[src/lockstep_pkg.sv]
// ************************************************************
// Shared widths, bus request and response structs, mode enum
// and register map of the triple-core lockstep unit
// ************************************************************
package lockstep_pkg;

  // Number of redundant cores
  localparam int unsigned NCores = 3;

  localparam int unsigned AddrWidth    = 32;
  localparam int unsigned DataWidth    = 32;
  localparam int unsigned BeWidth      = 4;
  localparam int unsigned RegAddrWidth = 3;

  typedef logic [AddrWidth-1:0]    addr_t;
  typedef logic [DataWidth-1:0]    data_t;
  typedef logic [BeWidth-1:0]      be_t;
  typedef logic [RegAddrWidth-1:0] reg_addr_t;
  typedef logic [NCores-1:0]       core_vec_t;
  typedef logic [31:0]             counter_t;

  // Everything one core drives towards the interconnect
  typedef struct packed {
    logic  busy;
    logic  instr_req;
    addr_t instr_addr;
    logic  data_req;
    addr_t data_add;
    logic  data_wen;
    data_t data_wdata;
    be_t   data_be;
  } core_req_t;

  // Responses of one interconnect channel
  typedef struct packed {
    logic  instr_gnt;
    data_t instr_rdata;
    logic  instr_rvalid;
    logic  instr_err;
    logic  data_gnt;
    data_t data_rdata;
    logic  data_rvalid;
    logic  data_err;
  } bus_rsp_t;

  // Mode register with split in bit 0 and force_resynch in bit 4
  typedef struct packed {
    logic force_resynch;
    logic reload_setback;
    logic setback;
    logic delay_resynch;
    logic split;
  } mode_cfg_t;

  typedef enum logic [1:0] {NON_TMR, TMR_RUN, TMR_UNLOAD, TMR_RELOAD} red_mode_e;

  // busy + instr_req + data_req + instr_addr
  localparam int unsigned MainVoteWidth = 3 + AddrWidth;
  // data_add + data_wen + data_wdata + data_be
  localparam int unsigned DataVoteWidth = AddrWidth + 1 + DataWidth + BeWidth;

  localparam reg_addr_t RegMode    = 3'd0;
  localparam reg_addr_t RegSpStore = 3'd1;
  localparam reg_addr_t RegMis0    = 3'd2;
  localparam reg_addr_t RegMis1    = 3'd3;
  localparam reg_addr_t RegMis2    = 3'd4;
  localparam reg_addr_t RegStatus  = 3'd5;

endpackage

[src/lockstep_bus_mux.sv]
// ************************************************************
// Request, response and fetch enable routing per mode
// ************************************************************
`timescale 1ns/1ps

module lockstep_bus_mux (
  input  lockstep_pkg::red_mode_e                            red_mode_i,
  input  lockstep_pkg::core_req_t [lockstep_pkg::NCores-1:0] core_req_i,
  input  lockstep_pkg::core_req_t                            voted_i,
  output lockstep_pkg::core_req_t [lockstep_pkg::NCores-1:0] intc_req_o,
  input  lockstep_pkg::bus_rsp_t  [lockstep_pkg::NCores-1:0] intc_rsp_i,
  output lockstep_pkg::bus_rsp_t  [lockstep_pkg::NCores-1:0] core_rsp_o,
  input  lockstep_pkg::core_vec_t                            intc_fetch_en_i,
  output lockstep_pkg::core_vec_t                            core_fetch_en_o
);
  import lockstep_pkg::*;

  logic split;

  assign split = (red_mode_i == NON_TMR);

  // Requests towards the interconnect
  always_comb begin
    for (int i = 0; i < NCores; i++) begin
      intc_req_o[i] = core_req_i[i];
    end
    if (!split) begin
      // Only the voted request reaches the bus
      intc_req_o[0] = voted_i;
      for (int i = 1; i < NCores; i++) begin
        // Address and data stay visible, but nothing is requested
        intc_req_o[i].busy      = 1'b0;
        intc_req_o[i].instr_req = 1'b0;
        intc_req_o[i].data_req  = 1'b0;
      end
    end
  end

  // Responses back to the cores
  always_comb begin
    for (int i = 0; i < NCores; i++) begin
      if (split) begin
        core_rsp_o[i] = intc_rsp_i[i];
      end else begin
        core_rsp_o[i] = intc_rsp_i[0];
      end
    end
  end

  // Fetch enable follows channel 0 in lockstep
  always_comb begin
    for (int i = 0; i < NCores; i++) begin
      if (split) begin
        core_fetch_en_o[i] = intc_fetch_en_i[i];
      end else begin
        core_fetch_en_o[i] = intc_fetch_en_i[0];
      end
    end
  end

endmodule

[src/lockstep_mode_fsm.sv]
// ************************************************************
// Redundancy mode FSM with setback and counter increment
// ************************************************************
`timescale 1ns/1ps

module lockstep_mode_fsm (
  input  logic                    clk_i,
  input  logic                    rst_ni,
  input  lockstep_pkg::core_vec_t single_err_i,
  input  lockstep_pkg::mode_cfg_t mode_cfg_i,
  input  logic                    sp_store_nz_i,
  input  logic                    fetch_en0_i,
  input  logic                    busy0_i,
  input  logic                    cores_synch_i,
  output lockstep_pkg::red_mode_e red_mode_o,
  output lockstep_pkg::core_vec_t mis_inc_o,
  output logic                    force_clr_o,
  output logic                    setback_o,
  output logic                    resynch_req_o
);
  import lockstep_pkg::*;

  red_mode_e red_mode_d, red_mode_q;
  logic      setback_d, setback_q;
  logic      mismatch;

  assign mismatch = (single_err_i != '0);

  // Later conditions override earlier ones
  always_comb begin
    red_mode_d  = red_mode_q;
    setback_d   = 1'b0;
    mis_inc_o   = '0;
    force_clr_o = 1'b0;

    // Mismatch or forced resynch while running
    if (red_mode_q == TMR_RUN) begin
      force_clr_o = mode_cfg_i.force_resynch;
      if (mismatch || mode_cfg_i.force_resynch) begin
        if (!mode_cfg_i.delay_resynch) begin
          red_mode_d = TMR_UNLOAD;
        end
      end
      // Only a lone faulty core is counted
      if ($onehot(single_err_i)) begin
        mis_inc_o = single_err_i;
      end
    end

    // Reload the cores once software has saved the state
    if (red_mode_q == TMR_UNLOAD && sp_store_nz_i) begin
      red_mode_d = TMR_RELOAD;
      setback_d  = mode_cfg_i.setback;
    end

    if (red_mode_q == TMR_RELOAD) begin
      if (!sp_store_nz_i) begin
        red_mode_d = TMR_RUN;
      end else if (mismatch && mode_cfg_i.setback && mode_cfg_i.reload_setback) begin
        // Retry the reload from scratch
        setback_d = 1'b1;
      end
    end

    // Idle cores before startup take the mode from the split bit
    if (!fetch_en0_i && !busy0_i) begin
      red_mode_d = mode_cfg_i.split ? NON_TMR : TMR_RUN;
    end

    if (red_mode_q == TMR_RUN && mode_cfg_i.split) begin
      red_mode_d = NON_TMR;
    end

    // Back to lockstep once the cores report they are aligned
    if (red_mode_q == NON_TMR && cores_synch_i && !mode_cfg_i.split) begin
      red_mode_d = TMR_RUN;
    end
  end

  always_ff @(posedge clk_i or negedge rst_ni) begin
    if (!rst_ni) begin
      red_mode_q <= TMR_RUN;
      setback_q  <= 1'b0;
    end else begin
      red_mode_q <= red_mode_d;
      setback_q  <= setback_d;
    end
  end

  assign red_mode_o    = red_mode_q;
  assign setback_o     = setback_q;
  assign resynch_req_o = mismatch && (red_mode_q == TMR_RUN || red_mode_q == TMR_RELOAD);

endmodule

[src/lockstep_regs.sv]
// ************************************************************
// Mode bits, stack-pointer store, mismatch counters, status
// ************************************************************
`timescale 1ns/1ps

module lockstep_regs (
  input  logic                    clk_i,
  input  logic                    rst_ni,
  input  logic                    reg_we_i,
  input  lockstep_pkg::reg_addr_t reg_addr_i,
  input  lockstep_pkg::data_t     reg_wdata_i,
  output lockstep_pkg::data_t     reg_rdata_o,
  input  lockstep_pkg::core_vec_t mis_inc_i,
  input  logic                    force_clr_i,
  input  lockstep_pkg::red_mode_e red_mode_i,
  output lockstep_pkg::mode_cfg_t mode_cfg_o,
  output logic                    sp_store_nz_o
);
  import lockstep_pkg::*;

  localparam int unsigned CfgWidth = $bits(mode_cfg_t);

  mode_cfg_t                mode_cfg_q;
  data_t                    sp_store_q;
  counter_t [NCores-1:0]    mis_cnt_q;

  always_ff @(posedge clk_i or negedge rst_ni) begin
    if (!rst_ni) begin
      mode_cfg_q <= '0;
      sp_store_q <= '0;
      mis_cnt_q  <= '0;
    end else begin
      // A software write overrides a hardware update in the same cycle
      if (force_clr_i) begin
        mode_cfg_q.force_resynch <= 1'b0;
      end
      for (int i = 0; i < NCores; i++) begin
        if (mis_inc_i[i]) begin
          mis_cnt_q[i] <= mis_cnt_q[i] + counter_t'(1);
        end
      end
      if (reg_we_i) begin
        case (reg_addr_i)
          RegMode:    mode_cfg_q   <= mode_cfg_t'(reg_wdata_i[CfgWidth-1:0]);
          RegSpStore: sp_store_q   <= reg_wdata_i;
          RegMis0:    mis_cnt_q[0] <= reg_wdata_i;
          RegMis1:    mis_cnt_q[1] <= reg_wdata_i;
          RegMis2:    mis_cnt_q[2] <= reg_wdata_i;
          default:    ;
        endcase
      end
    end
  end

  // Combinational readback
  always_comb begin
    reg_rdata_o = '0;
    case (reg_addr_i)
      RegMode:    reg_rdata_o[CfgWidth-1:0] = mode_cfg_q;
      RegSpStore: reg_rdata_o = sp_store_q;
      RegMis0:    reg_rdata_o = mis_cnt_q[0];
      RegMis1:    reg_rdata_o = mis_cnt_q[1];
      RegMis2:    reg_rdata_o = mis_cnt_q[2];
      RegStatus:  reg_rdata_o[$bits(red_mode_e)-1:0] = red_mode_i;
      default:    reg_rdata_o = '0;
    endcase
  end

  assign mode_cfg_o    = mode_cfg_q;
  assign sp_store_nz_o = (sp_store_q != '0);

endmodule

[src/lockstep_top.sv]
// ************************************************************
// Triple-core lockstep unit top level
// ************************************************************
`timescale 1ns/1ps

module lockstep_top (
  input  logic                                               clk_i,
  input  logic                                               rst_ni,
  input  logic                                               reg_we_i,
  input  lockstep_pkg::reg_addr_t                            reg_addr_i,
  input  lockstep_pkg::data_t                                reg_wdata_i,
  output lockstep_pkg::data_t                                reg_rdata_o,
  input  logic                                               cores_synch_i,
  input  lockstep_pkg::core_req_t [lockstep_pkg::NCores-1:0] core_req_i,
  output lockstep_pkg::core_req_t [lockstep_pkg::NCores-1:0] intc_req_o,
  input  lockstep_pkg::bus_rsp_t  [lockstep_pkg::NCores-1:0] intc_rsp_i,
  output lockstep_pkg::bus_rsp_t  [lockstep_pkg::NCores-1:0] core_rsp_o,
  input  lockstep_pkg::core_vec_t                            intc_fetch_en_i,
  output lockstep_pkg::core_vec_t                            core_fetch_en_o,
  output lockstep_pkg::core_vec_t                            core_setback_o,
  output logic                                               single_mismatch_o,
  output logic                                               triple_mismatch_o,
  output logic                                               resynch_req_o
);
  import lockstep_pkg::*;

  core_req_t voted;
  core_vec_t single_err;
  logic      triple_err;
  red_mode_e red_mode;
  core_vec_t mis_inc;
  logic      force_clr;
  logic      setback;
  mode_cfg_t mode_cfg;
  logic      sp_store_nz;

  assign core_setback_o    = {NCores{setback}};
  assign single_mismatch_o = (single_err != '0);
  assign triple_mismatch_o = triple_err;

  lockstep_vote_stage u_vote_stage (
    .core_req_i   ( core_req_i ),
    .voted_o      ( voted      ),
    .single_err_o ( single_err ),
    .triple_err_o ( triple_err )
  );

  lockstep_regs u_regs (
    .clk_i         ( clk_i       ),
    .rst_ni        ( rst_ni      ),
    .reg_we_i      ( reg_we_i    ),
    .reg_addr_i    ( reg_addr_i  ),
    .reg_wdata_i   ( reg_wdata_i ),
    .reg_rdata_o   ( reg_rdata_o ),
    .mis_inc_i     ( mis_inc     ),
    .force_clr_i   ( force_clr   ),
    .red_mode_i    ( red_mode    ),
    .mode_cfg_o    ( mode_cfg    ),
    .sp_store_nz_o ( sp_store_nz )
  );

  lockstep_mode_fsm u_mode_fsm (
    .clk_i         ( clk_i              ),
    .rst_ni        ( rst_ni             ),
    .single_err_i  ( single_err         ),
    .mode_cfg_i    ( mode_cfg           ),
    .sp_store_nz_i ( sp_store_nz        ),
    .fetch_en0_i   ( intc_fetch_en_i[0] ),
    .busy0_i       ( core_req_i[0].busy ),
    .cores_synch_i ( cores_synch_i      ),
    .red_mode_o    ( red_mode           ),
    .mis_inc_o     ( mis_inc            ),
    .force_clr_o   ( force_clr          ),
    .setback_o     ( setback            ),
    .resynch_req_o ( resynch_req_o      )
  );

  lockstep_bus_mux u_bus_mux (
    .red_mode_i      ( red_mode        ),
    .core_req_i      ( core_req_i      ),
    .voted_i         ( voted           ),
    .intc_req_o      ( intc_req_o      ),
    .intc_rsp_i      ( intc_rsp_i      ),
    .core_rsp_o      ( core_rsp_o      ),
    .intc_fetch_en_i ( intc_fetch_en_i ),
    .core_fetch_en_o ( core_fetch_en_o )
  );

endmodule

[src/lockstep_vote_stage.sv]
// ************************************************************
// Main and data vote of the core requests, merged error flags
// ************************************************************
`timescale 1ns/1ps

module lockstep_vote_stage (
  input  lockstep_pkg::core_req_t [lockstep_pkg::NCores-1:0] core_req_i,
  output lockstep_pkg::core_req_t                            voted_o,
  output lockstep_pkg::core_vec_t                            single_err_o,
  output logic                                               triple_err_o
);
  import lockstep_pkg::*;

  logic [NCores-1:0][MainVoteWidth-1:0] main_in;
  logic [NCores-1:0][DataVoteWidth-1:0] data_in;
  logic [MainVoteWidth-1:0]             main_out;
  logic [DataVoteWidth-1:0]             data_out;
  logic                                 main_err, data_err;
  core_vec_t                            main_err_cba, data_err_cba;

  always_comb begin
    for (int i = 0; i < NCores; i++) begin
      main_in[i] = {core_req_i[i].busy, core_req_i[i].instr_req,
                    core_req_i[i].data_req, core_req_i[i].instr_addr};
      data_in[i] = {core_req_i[i].data_add, core_req_i[i].data_wen,
                    core_req_i[i].data_wdata, core_req_i[i].data_be};
    end
  end

  lockstep_voter #(
    .Width ( MainVoteWidth )
  ) u_main_voter (
    .a_i         ( main_in[0]   ),
    .b_i         ( main_in[1]   ),
    .c_i         ( main_in[2]   ),
    .majority_o  ( main_out     ),
    .error_o     ( main_err     ),
    .error_cba_o ( main_err_cba )
  );

  // Data fields are separate as they only matter during an access
  lockstep_voter #(
    .Width ( DataVoteWidth )
  ) u_data_voter (
    .a_i         ( data_in[0]   ),
    .b_i         ( data_in[1]   ),
    .c_i         ( data_in[2]   ),
    .majority_o  ( data_out     ),
    .error_o     ( data_err     ),
    .error_cba_o ( data_err_cba )
  );

  always_comb begin
    {voted_o.busy, voted_o.instr_req, voted_o.data_req, voted_o.instr_addr} = main_out;
    {voted_o.data_add, voted_o.data_wen, voted_o.data_wdata, voted_o.data_be} = data_out;
  end

  always_comb begin
    single_err_o = main_err_cba;
    triple_err_o = main_err;
    if (voted_o.data_req) begin
      single_err_o = main_err_cba | data_err_cba;
      triple_err_o = main_err | data_err;
    end
  end

endmodule

[src/lockstep_voter.sv]
// ************************************************************
// Bitwise triple majority voter with per-core error flags
// ************************************************************
`timescale 1ns/1ps

module lockstep_voter #(
  parameter int unsigned Width = 32
) (
  input  logic [Width-1:0]         a_i,
  input  logic [Width-1:0]         b_i,
  input  logic [Width-1:0]         c_i,
  output logic [Width-1:0]         majority_o,
  output logic                     error_o,
  output lockstep_pkg::core_vec_t  error_cba_o
);
  import lockstep_pkg::*;

  logic [Width-1:0] diff_a, diff_b, diff_c;

  // Two out of three per bit
  assign majority_o = (a_i & b_i) | (a_i & c_i) | (b_i & c_i);

  // Bits in which each core is outvoted
  assign diff_a = a_i ^ majority_o;
  assign diff_b = b_i ^ majority_o;
  assign diff_c = c_i ^ majority_o;

  assign error_cba_o = {|diff_c, |diff_b, |diff_a};

  // Every core lost a vote somewhere, so no core can be trusted as a whole
  assign error_o = &error_cba_o;

endmodule

[config.mk]
export PLATFORM = sky130hd
export DESIGN_NAME = lockstep_top
export DESIGN_NICKNAME = d
export VERILOG_FILES = /design/src/lockstep_pkg.sv /design/src/lockstep_bus_mux.sv /design/src/lockstep_mode_fsm.sv /design/src/lockstep_regs.sv /design/src/lockstep_top.sv /design/src/lockstep_vote_stage.sv /design/src/lockstep_voter.sv
export SDC_FILE = /design/constraint.sdc
export NUM_CORES = 1
export LEC_CHECK = 0
export BUFFER_PORTS_ARGS = -buffer_cell sky130_fd_sc_hd__buf_2
export CAP_MARGIN = 20
export CORE_AREA = 2 2 433 435
export DETAILED_ROUTE_END_ITERATION = 10
export DIE_AREA = 0 0 435 437
export PLACE_DENSITY = 0.3
export SKIP_LAST_GASP = 1
export SYNTH_ARGS = -nofsm -noshare
export SYNTH_HDL_FRONTEND = slang
export SYNTH_SLANG_ARGS = --single-unit
export TNS_END_PERCENT = 1
[constraint.sdc]
create_clock -name clk_i -period 4.9 [get_ports clk_i]
set_input_delay 0.735 -clock clk_i [delete_from_list [all_inputs] [get_ports clk_i]]
set_output_delay 0.735 -clock clk_i [all_outputs]
set_load 0.01 [all_outputs]
Word-level counts from Yosys, hierarchy flattened
Cells that the tools add are included.

operators by class
  reduce and logical (&&, ||, !) cells = 27
  equality and inequality tests = 9
  muxes and demuxes = 41
  bitwise operators = 18
  add/sub/neg operators = 5

operators with widths
  cell                                                              number
  69-bit bitwise AND                                                3
  69-bit OR reduction                                               3
  69-bit bitwise XOR                                                3
  32-bit two-way mux                                                6
  70-bit two-way mux                                                2
  69-bit bitwise OR                                                 2
  27-bit case mux with 4 select lines                               1
  35-bit bitwise AND                                                3
  35-bit OR reduction                                               3
  35-bit bitwise XOR                                                3
  104-bit two-way mux                                               1
  32-bit by 1-bit adder with 32-bit output (second input constant)  3
  96-bit two-way mux                                                1
  35-bit bitwise OR                                                 2
  32-bit nonzero test                                               1
  2-bit two-way mux                                                 11
  3-bit case mux with 5 select lines                                1
  1-bit two-way mux                                                 12
  2-bit case mux with 6 select lines                                1
  5-bit two-way mux                                                 2
  3-bit two-way mux                                                 3
  1-bit logical AND                                                 8
  3-bit by 2-bit == test with 1-bit output (second input constant)  2
  3-bit == test (second input constant)                             2
  other kinds (14)                                                  21

storage, ports and cells
  word-level logic and storage cells = 111
  output and inout bits = 563
  register bits = 136
  input bits = 564

Logic depth before layout (Yosys ltp)
Gate-level depths: netlist (run 1).

  depth after elaboration = 17
  depth in mapped cells = 16
  gate-level depth less buffers = 13

Hierarchy
Synthesis (run 1) repeated with hierarchy kept, for this count alone.

unflattened totals
  cells, all modules = 2490
  area total of the unflattened synthesis = 19658.9 sq um

by module, submodules not included
  module                                       area each (sq um)  seq. area each (sq um)  times used  cells each
  lockstep_regs                                7673.6             3328.2                  1           816
  lockstep_bus_mux                             5051.1             0.0                     1           553
  lockstep_voter at u_vote_stage.u_data_voter  4424.2             0.0                     1           707
  lockstep_voter at u_vote_stage.u_main_voter  2200.9             0.0                     1           376
  lockstep_mode_fsm                            250.2              76.3                    1           30
  lockstep_vote_stage                          30.0               0.0                     1           4
  lockstep_top                                 28.8               0.0                     1           4

Worst setup path after synthesis (run 1)
Ideal clock, no wire load.

  path kind = in2reg
  from = input port core_req_i[223] (netlist bit)
  to = register u_regs.mis_cnt_q[31] (netlist bit)
  data arrival time = 4.663 ns
  path buffers = 2
  data required time = 4.759 ns
  setup time = 0.141 ns
  slack = 0.096 ns
  cell stages on the path = 14
  cells stage by stage = nor2b_1 -> a2111o_1 -> nor4_1 -> and3_1 -> nand4_1 -> a21oi_2 -> buf_2 -> inv_1 -> fa_1 -> or4b_2 -> clkbuf_1 -> nor4_1 -> a31o_2 -> a31oi_1

between the ends
  cells in the longest elaborated chain, start to end = 15
  elaborated cells on any way between the ends = 20
  those cells by class = 2 x add/sub; 1 x eq/ne; 6 x mux; 8 x bitwise; 3 x reduce/logical

ends and longest elaborated chain
  what                                                          line                                        source
  start: declaration                                            lockstep_top.sv:14                          input lockstep_pkg::core_req_t [lockstep_pkg::NCores-1:0] core_req_i,
  69-bit bitwise AND                                            lockstep_voter.sv:21                        assign majority_o = (a_i & b_i) | (a_i & c_i) | (b_i & c_i);
  69-bit bitwise OR (2 in a row)                                lockstep_voter.sv:21
  69-bit bitwise XOR (on tied branches)                         lockstep_voter.sv:24, lockstep_voter.sv:25
  69-bit OR reduction                                           lockstep_voter.sv:28                        assign error_cba_o = {|diff_c, |diff_b, |diff_a};
  3-bit bitwise OR *                                            lockstep_vote_stage.sv:62                   single_err_o = main_err_cba | data_err_cba;
  3-bit two-way mux *                                           lockstep_vote_stage.sv:61                   if (voted_o.data_req) begin
  1-bit by 1-bit adder with 2-bit output (not written as such)  lockstep_mode_fsm.sv:45                     if ($onehot(single_err_i)) begin
  2-bit by 1-bit adder with 2-bit output (not written as such)  lockstep_mode_fsm.sv:45
  2-bit by 1-bit == test with 1-bit output                      lockstep_mode_fsm.sv:45
  3-bit two-way mux *                                           lockstep_mode_fsm.sv:45
  3-bit two-way mux *                                           lockstep_mode_fsm.sv:37                     if (red_mode_q == TMR_RUN) begin
  32-bit two-way mux *                                          lockstep_regs.sv:38                         if (mis_inc_i[i]) begin
  32-bit two-way mux                                            lockstep_regs.sv:43                         case (reg_addr_i)
  96-bit two-way mux *                                          lockstep_regs.sv:42                         if (reg_we_i) begin
  end signal: indexed assignment                                lockstep_regs.sv:39                         mis_cnt_q[i] <= mis_cnt_q[i] + counter_t'(1);
  end: declaration                                              lockstep_regs.sv:25                         counter_t [NCores-1:0] mis_cnt_q;

Mark *: on every way between the ends. The rest lies on a longest branch, timed or not.
A chain may end at the register's enable or synchronous reset.

Worst setup path after layout (run 1)
  from = input port core_req_i[66] (netlist bit)
  to = register u_regs.mis_cnt_q[25] (netlist bit)

The elaborated chain is that of the path after synthesis.

==> results of run 1 <==
final cells by class:
class	count	share of cell area, %
clock inverters	12	0.545
well taps	2480	9.73
multi-input cells	2274	42.8
inverters	153	1.81
clock buffers	20	1.43
flip-flops and latches	136	10.7
diodes	76	0.596
repair buffers	1714	32.4
logic make-up after synthesis:
group	after synthesis	synth area share [%]
AOI/OAI and AO/OA	743	23.1
xor gates and xnor gates	43	1.90
adders and majority gates	4	0.290
buffers and inverters	539	15.6
DFF	136	17.2
muxes	45	2.58
and+or+nand+nor	1439	39.4
critical path: stages:
cell and delay [ns]:
buf_2 0.27, nand2b_1 0.15, o22ai_1 0.09, nor4_2 0.49
nand4_1 0.21, or4_4 0.61, buf_4 0.17, o21ai_2 0.13
nand2_1 0.11, fa_1 0.54, or4b_4 0.52, or3_4 0.49
buf_4 0.18, or3_1 0.34, a31oi_1 0.16
registers in the layout, summed over array words and instances, names as in the netlist:
| register | count |
|---|---|
| u_regs.mis_cnt_q | 96 |
| u_mode_fsm.red_mode_o | 2 |
| u_mode_fsm.setback_o | 1 |
| u_regs.sp_store_q | 32 |
| u_regs.mode_cfg_o | 5 |
power by group:
| group | internal, uW | switching (uW) |
|---|---|---|
| Sequential | 1360 | 353 |
| Combinational | 2180 | 5410 |
| Clock | 877 | 566 |
| Total | 4410 | 6330 |
routing by layer:
| layer | up-vias | wire (um) | GRT usage, % |
|---|---|---|---|
| met1 | 14100 | 89900 | 26.9 |
| li1 | 13100 | - | - |
| met4 | 78 | 17600 | 14.9 |
| met2 | 1255 | 115000 | 40.9 |
| met5 | - | 549 | 0 |
| met3 | 441 | 16100 | 5.60 |
synthesized netlist by cell type (69+ instances only):
cell / count / area, um2
dfrtp_1: 135 / 3380
nand2_1: 563 / 2110
nor4_1: 69 / 432
o21ai_0: 272 / 1360
inv_1: 152 / 571
clkbuf_1: 91 / 342
buf_4: 277 / 2080
and3b_1: 108 / 946
nand2b_1: 94 / 588
a21oi_1: 142 / 711
o22ai_1: 85 / 532
nor3b_1: 147 / 1100
nor2_1: 103 / 387
what timing repair did:
item | in CTS | in global routing
pin swaps | 9 | 17
setup endpoints to repair | 94 | 38
setup buffers | 2 | 1
gates cloned | 0 | 1
resized for setup | 37 | 31
path summary, 6_finish.rpt:
kind,from,endpoint,slack [ns]
worst max-delay path,core_req_i[66],u_regs.mis_cnt_q[25],0.04
worst min register to register,u_regs.mode_cfg_o[0],u_mode_fsm.red_mode_o[1],0.55
worst max register to register,u_regs.mis_cnt_q[36],u_regs.mis_cnt_q[59],1.67
max in group asynchronous,rst_ni,u_regs.sp_store_q[9],3.52
min in group clk_i,u_regs.mode_cfg_o[0],u_mode_fsm.red_mode_o[1],0.55
worst min-delay path,rst_ni,u_regs.sp_store_q[28],0.34
metrics by stage:
step / TNS [ns] / instances
6_report: 0 / 6865
3_3_place_gp: -89.37 / 6755
4_1_cts: 0 / 6787
2_1_floorplan: 0 / 2949
5_1_grt: -0.662 / 6850
3_5_place_dp: -82.96 / 6755
==> flow_summary.toml, run 1 <==
[cells_and_area]
area_delta_synth_final_pct = 60.7
layout.nets = 4864
final_common_cell = "buf_2"
stdcell_area_mm2 = 0.0319
layout-drive-gt1-share_pct = 43.1
nFillCells = 21600
final_core_util_pct = 17.2
final_cell_mix = "buf_2 (1122), buf_4 (565), nand2_1 (563)"
seq_area_mm2 = 0.00340
multiInputGateArea_mm2 = 0.0137

[synth]
ys_warn_count = 0
ys_seq_elements = 136
synth_edf_count = 0
synth_nets = 3517
ys_seq_area_share_pct = 17.2
synth.distinct_cells = 78
syn_area_mm2 = 0.0198
syn_inst = 2949
synth.avg_cell_area_um2 = 6.73
synth_flop_cell = "dfrtp_1"
synthArstFlopShare_pct = 100

[placement]
port_buffers = 1126
pre_cts_ws_ns = -1.22
dpl_cell_area_mm2 = 0.0307
place.gp.congestion = 1.08
hpwl_mm = 210

[timing]
tightest_slew_ns = 1.13
fin_crit_sh_pct = 99.2
relSlewSlack_pct = 23.9
rsz0062_at_grt = "true"
hold_violations = 0
slew_violations = 0
setup_slack_ns = 0.0409
max_freq_mhz = 206
min_period_ns = 4.86
finalSetupViolCount = 0
finClkSkew_ns = 0.0130
holdWs_ns = 0.342

[pwr]
irDropWorstVdd_mv = 0.264
total_leakage_power_uw = 0.0151
powerDensity_mw_per_mm2 = 337
finalPower_uw = 10700

[die]
die_w_um = 435
die_h_um = 437
core_mm2 = 0.185
boundaryPins = 1127
num_rows = 158
start_util_pct = 10.7
die-area_mm2 = 0.190

[grt]
antenna_found_initial = 175
grt_pass1_vias = 27200
grt_max_degree = 77
grt_overflow = 0
track_usage_pct = 23.9
grt_pass1_wl_mm = 298

[clocking]
h-tree-depth = 4
clkLatencyLatePin_ns = 0.45
clkTransAtPathRegs_ns = 0.07
cts_buffers = 17
cts_tree = "done"
clk_path_buf_depth = 2
postCtsHoldBufs = 0
clock-root-buffer = "clkbuf_16"
clkSinkCount = 136

[routing]
firstDrtPassIters = 5
wl_per_cell_um = 34.8
wl_mm = 239
route.detailed.drc = 0
dr.first_iter.drc_count = 2411
vias = 29000
ant_nets = 0
via_per_inst = 4.23

[worst_setup_path]
critPathArrivalTime_ns = 5.23
reg2regPathDepth = 10
cp-start-kind = "input port"
critPathCaptureType = "flop"
crit_required_ns = 5.27
path_class = "input port to flop"
crit_fanout = 7

[outcome]
status = "complete, no violations"

[min_path]
hold_path.class = "input port to asynchronous set/reset pin"

[job]
drv_cap = 0
(Power assumes the default switching activity.)
==> run 2: changes to the inputs <==
- CORE_AREA: 2 2 433 435 -> 2 2 444 446
- CTS_CLUSTER_DIAMETER: default -> 150
- DIE_AREA: 0 0 435 437 -> 0 0 446 448
- SYNTH_HIERARCHICAL: default -> 1
==> run 2 against run 1 <==
Net effect: clock-buffer cell count is 1 higher; hold slack got worse by 0.020 ns; synthesized cell count is 16% lower; die area rose by 5.1%; non-clock buffer count down 87.
==> flow_summary.toml, run 2 <==
[placement]
place.gp.congestion = 0.965
hpwl_mm = 180
port_buffers = 1126

[grt]
antenna_found_initial = 144
grt_max_degree = 105
track_usage_pct = 19.0
grt_overflow = 0
grt_pass1_wl_mm = 248
grt_pass1_vias = 23000

[synth]
ys_warn_count = 6
synthTopCellsByArea = "dfrtp_1 (17%), buf_4 (11%), mux2_1 (8.5%)"
synth.avg_cell_area_um2 = 7.90
syn_area_mm2 = 0.0197
synth_top_cell_by_area = "dfrtp_1"
synth_most_common_cell = "nor2_1"
synth.distinct_cells = 78
synth_edf_count = 0
syn_inst = 2490
synth.cells.most_frequent = "nor2_1 (301), buf_4 (296), a21oi_1 (188)"
synth_flop_cell = "dfrtp_1"
synth_nets = 3058
ys_seq_area_share_pct = 17.3
synthArstFlopShare_pct = 100
yosysTopAreaCellShare_pct = 17.2
ys_seq_elements = 136

[clocking]
cts_buffers = 17
clkSinkCount = 136
h-tree-depth = 4
cts_tree = "done"
clkLatencyLatePin_ns = 0.44
postCtsHoldBufs = 0
clkTransAtPathRegs_ns = 0.06
clk_path_buf_depth = 2
clock-root-buffer = "clkbuf_16"

[cells_and_area]
largest-register = "u_regs/mis_cnt_q"
largest_register_ffs = 96
final_cell_mix = "buf_2 (1125), buf_4 (487), nor2_1 (300)"
nFillCells = 22500
layout-drive-gt1-share_pct = 50.1
layout.nets = 4354
area_delta_synth_final_pct = 57.2
final_common_cell = "buf_2"

[min_path]
hold_path.class = "input port to asynchronous set/reset pin"

[timing]
rsz0062_at_grt = "true"
relSlewSlack_pct = 30.8
hold_violations = 0
holdWs_ns = 0.323
finClkSkew_ns = 0.0173
max_freq_mhz = 205
finalSetupViolCount = 0
fin_crit_sh_pct = 99.7
setup_tns_ns = 0
tightest_slew_ns = 1.04
min_period_ns = 4.88
slew_violations = 0

[routing]
wl_met2_mm = 89.0
vias = 25400
wl_per_cell_um = 31.4
ant_nets = 0
wl_met3_mm = 13.7
top_layer_used = "met5"
wl_mm = 201
route.detailed.drc = 0
firstDrtPassIters = 5
wl_met1_mm = 88.5
via_per_inst = 3.97
dr.first_iter.drc_count = 2094

[die]
die_h_um = 448
boundaryPins = 1127
start_util_pct = 10.1
num_rows = 162
die_w_um = 446
core_mm2 = 0.195
die-area_mm2 = 0.200

[outcome]
status = "complete, no violations"

[job]
drv_cap = 0

[worst_setup_path]
path_class = "input port to flop"
critPathCaptureType = "flop"
crit_required_ns = 5.25
critPathArrivalTime_ns = 5.24
cp-start-kind = "input port"
crit_fanout = 7

[pwr]
powerDensity_mw_per_mm2 = 308
total_leakage_power_uw = 0.0137
irDropWorstVdd_mv = 0.325
finalPower_uw = 9510
[run 2: power breakdown]
| part | internal (uW) | switching [uW] |
|---|---|---|
| Clock | 894 | 552 |
| Combinational | 2490 | 3820 |
| Sequential | 1360 | 395 |
[run 2: kinds of logic after synthesis]
kind of cell / after synthesis / synth area share [%]
adders and majority gates: 10 / 0.598
muxes: 330 / 18.6
buffers and inverters: 384 / 13.2
AOI/OAI and AO/OA: 534 / 16.9
and+or+nand+nor: 1002 / 29.2
xor gates and xnor gates: 94 / 4.19
DFF: 136 / 17.3
[run 2: area by class of cell]
| type | count | area [um2] | area share [%] |
|---|---|---|---|
| Inverter | 34 | 130 | 0.421 |
| Multi-Input combinational cell | 1970 | 13800 | 44.8 |
| Tap cell | 2542 | 3180 | 10.3 |
| Antenna cell | 68 | 170 | 0.551 |
| Timing Repair Buffer | 1627 | 9540 | 30.9 |
| Sequential cell | 136 | 3400 | 11.0 |
| Clock buffer | 21 | 470 | 1.52 |
| Clock inverter | 11 | 168 | 0.543 |
[run 2: worst max-delay path: stages]
cell and delay (ns):
buf_2 0.11, or3b_2 0.18, nand4_1 0.27, buf_4 0.26
or4_1 0.39, or4_4 0.47, nor4_4 0.32, buf_4 0.19
inv_4 0.04, a21o_1 0.19, inv_2 0.08, fa_1 0.43
nor3b_2 0.16, buf_4 0.14, buf_4 0.10, and2_4 0.19
nand2_2 0.11, nor4_4 0.23, buf_6 0.17, nand4_1 0.12
xor2_1 0.18, a21oi_1 0.15
[run 2: repair_timing]
item,in CTS,in global routing
cloned,1,0
pin swaps,13,1
resized for setup,42,1
endpoints found under the setup margin,94,75
buffers inserted,6,0
[run 2: final timing paths]
| kind | startpoint | endpoint | slack [ns] | cells after the start |
|---|---|---|---|---|
| worst min-delay path | rst_ni | u_regs/sp_store_q[24] | 0.32 | 1 |
| worst min register to register | u_regs/mode_cfg_o[0] | u_mode_fsm/red_mode_o[0] | 0.52 | 1 |
| max in group asynchronous | rst_ni | u_regs/mis_cnt_q[6] | 3.51 | 2 |
| worst max-delay path | core_req_i[243] | u_regs/mis_cnt_q[90] | 0.02 | 22 |
| worst max register to register | u_mode_fsm/red_mode_o[0] | u_regs/mis_cnt_q[90] | 2.54 | 11 |
| min in group clk_i | u_regs/mode_cfg_o[0] | u_mode_fsm/red_mode_o[0] | 0.52 | 1 |
[run 2: routing by layer]
metal,GRT usage [%],vias to the layer above
li1,-,11500
met5,1.01,-
met1,25.1,12400
met4,7.86,24
met2,29.5,1217
met3,4.14,280
[run 2: stage by stage]
stage	utilization, %	cell area (um2)	std cells	setup WS [ns]
5_1_grt	15.9	30900	6395	-0.181
4_1_cts	15.8	30700	6341	-0.00442
3_5_place_dp	15.3	29800	6302	-1.19
6_report	15.9	30900	6409	0.0154
3_3_place_gp	15.3	29800	6302	-1.18
2_1_floorplan	-	19700	2490	0.203
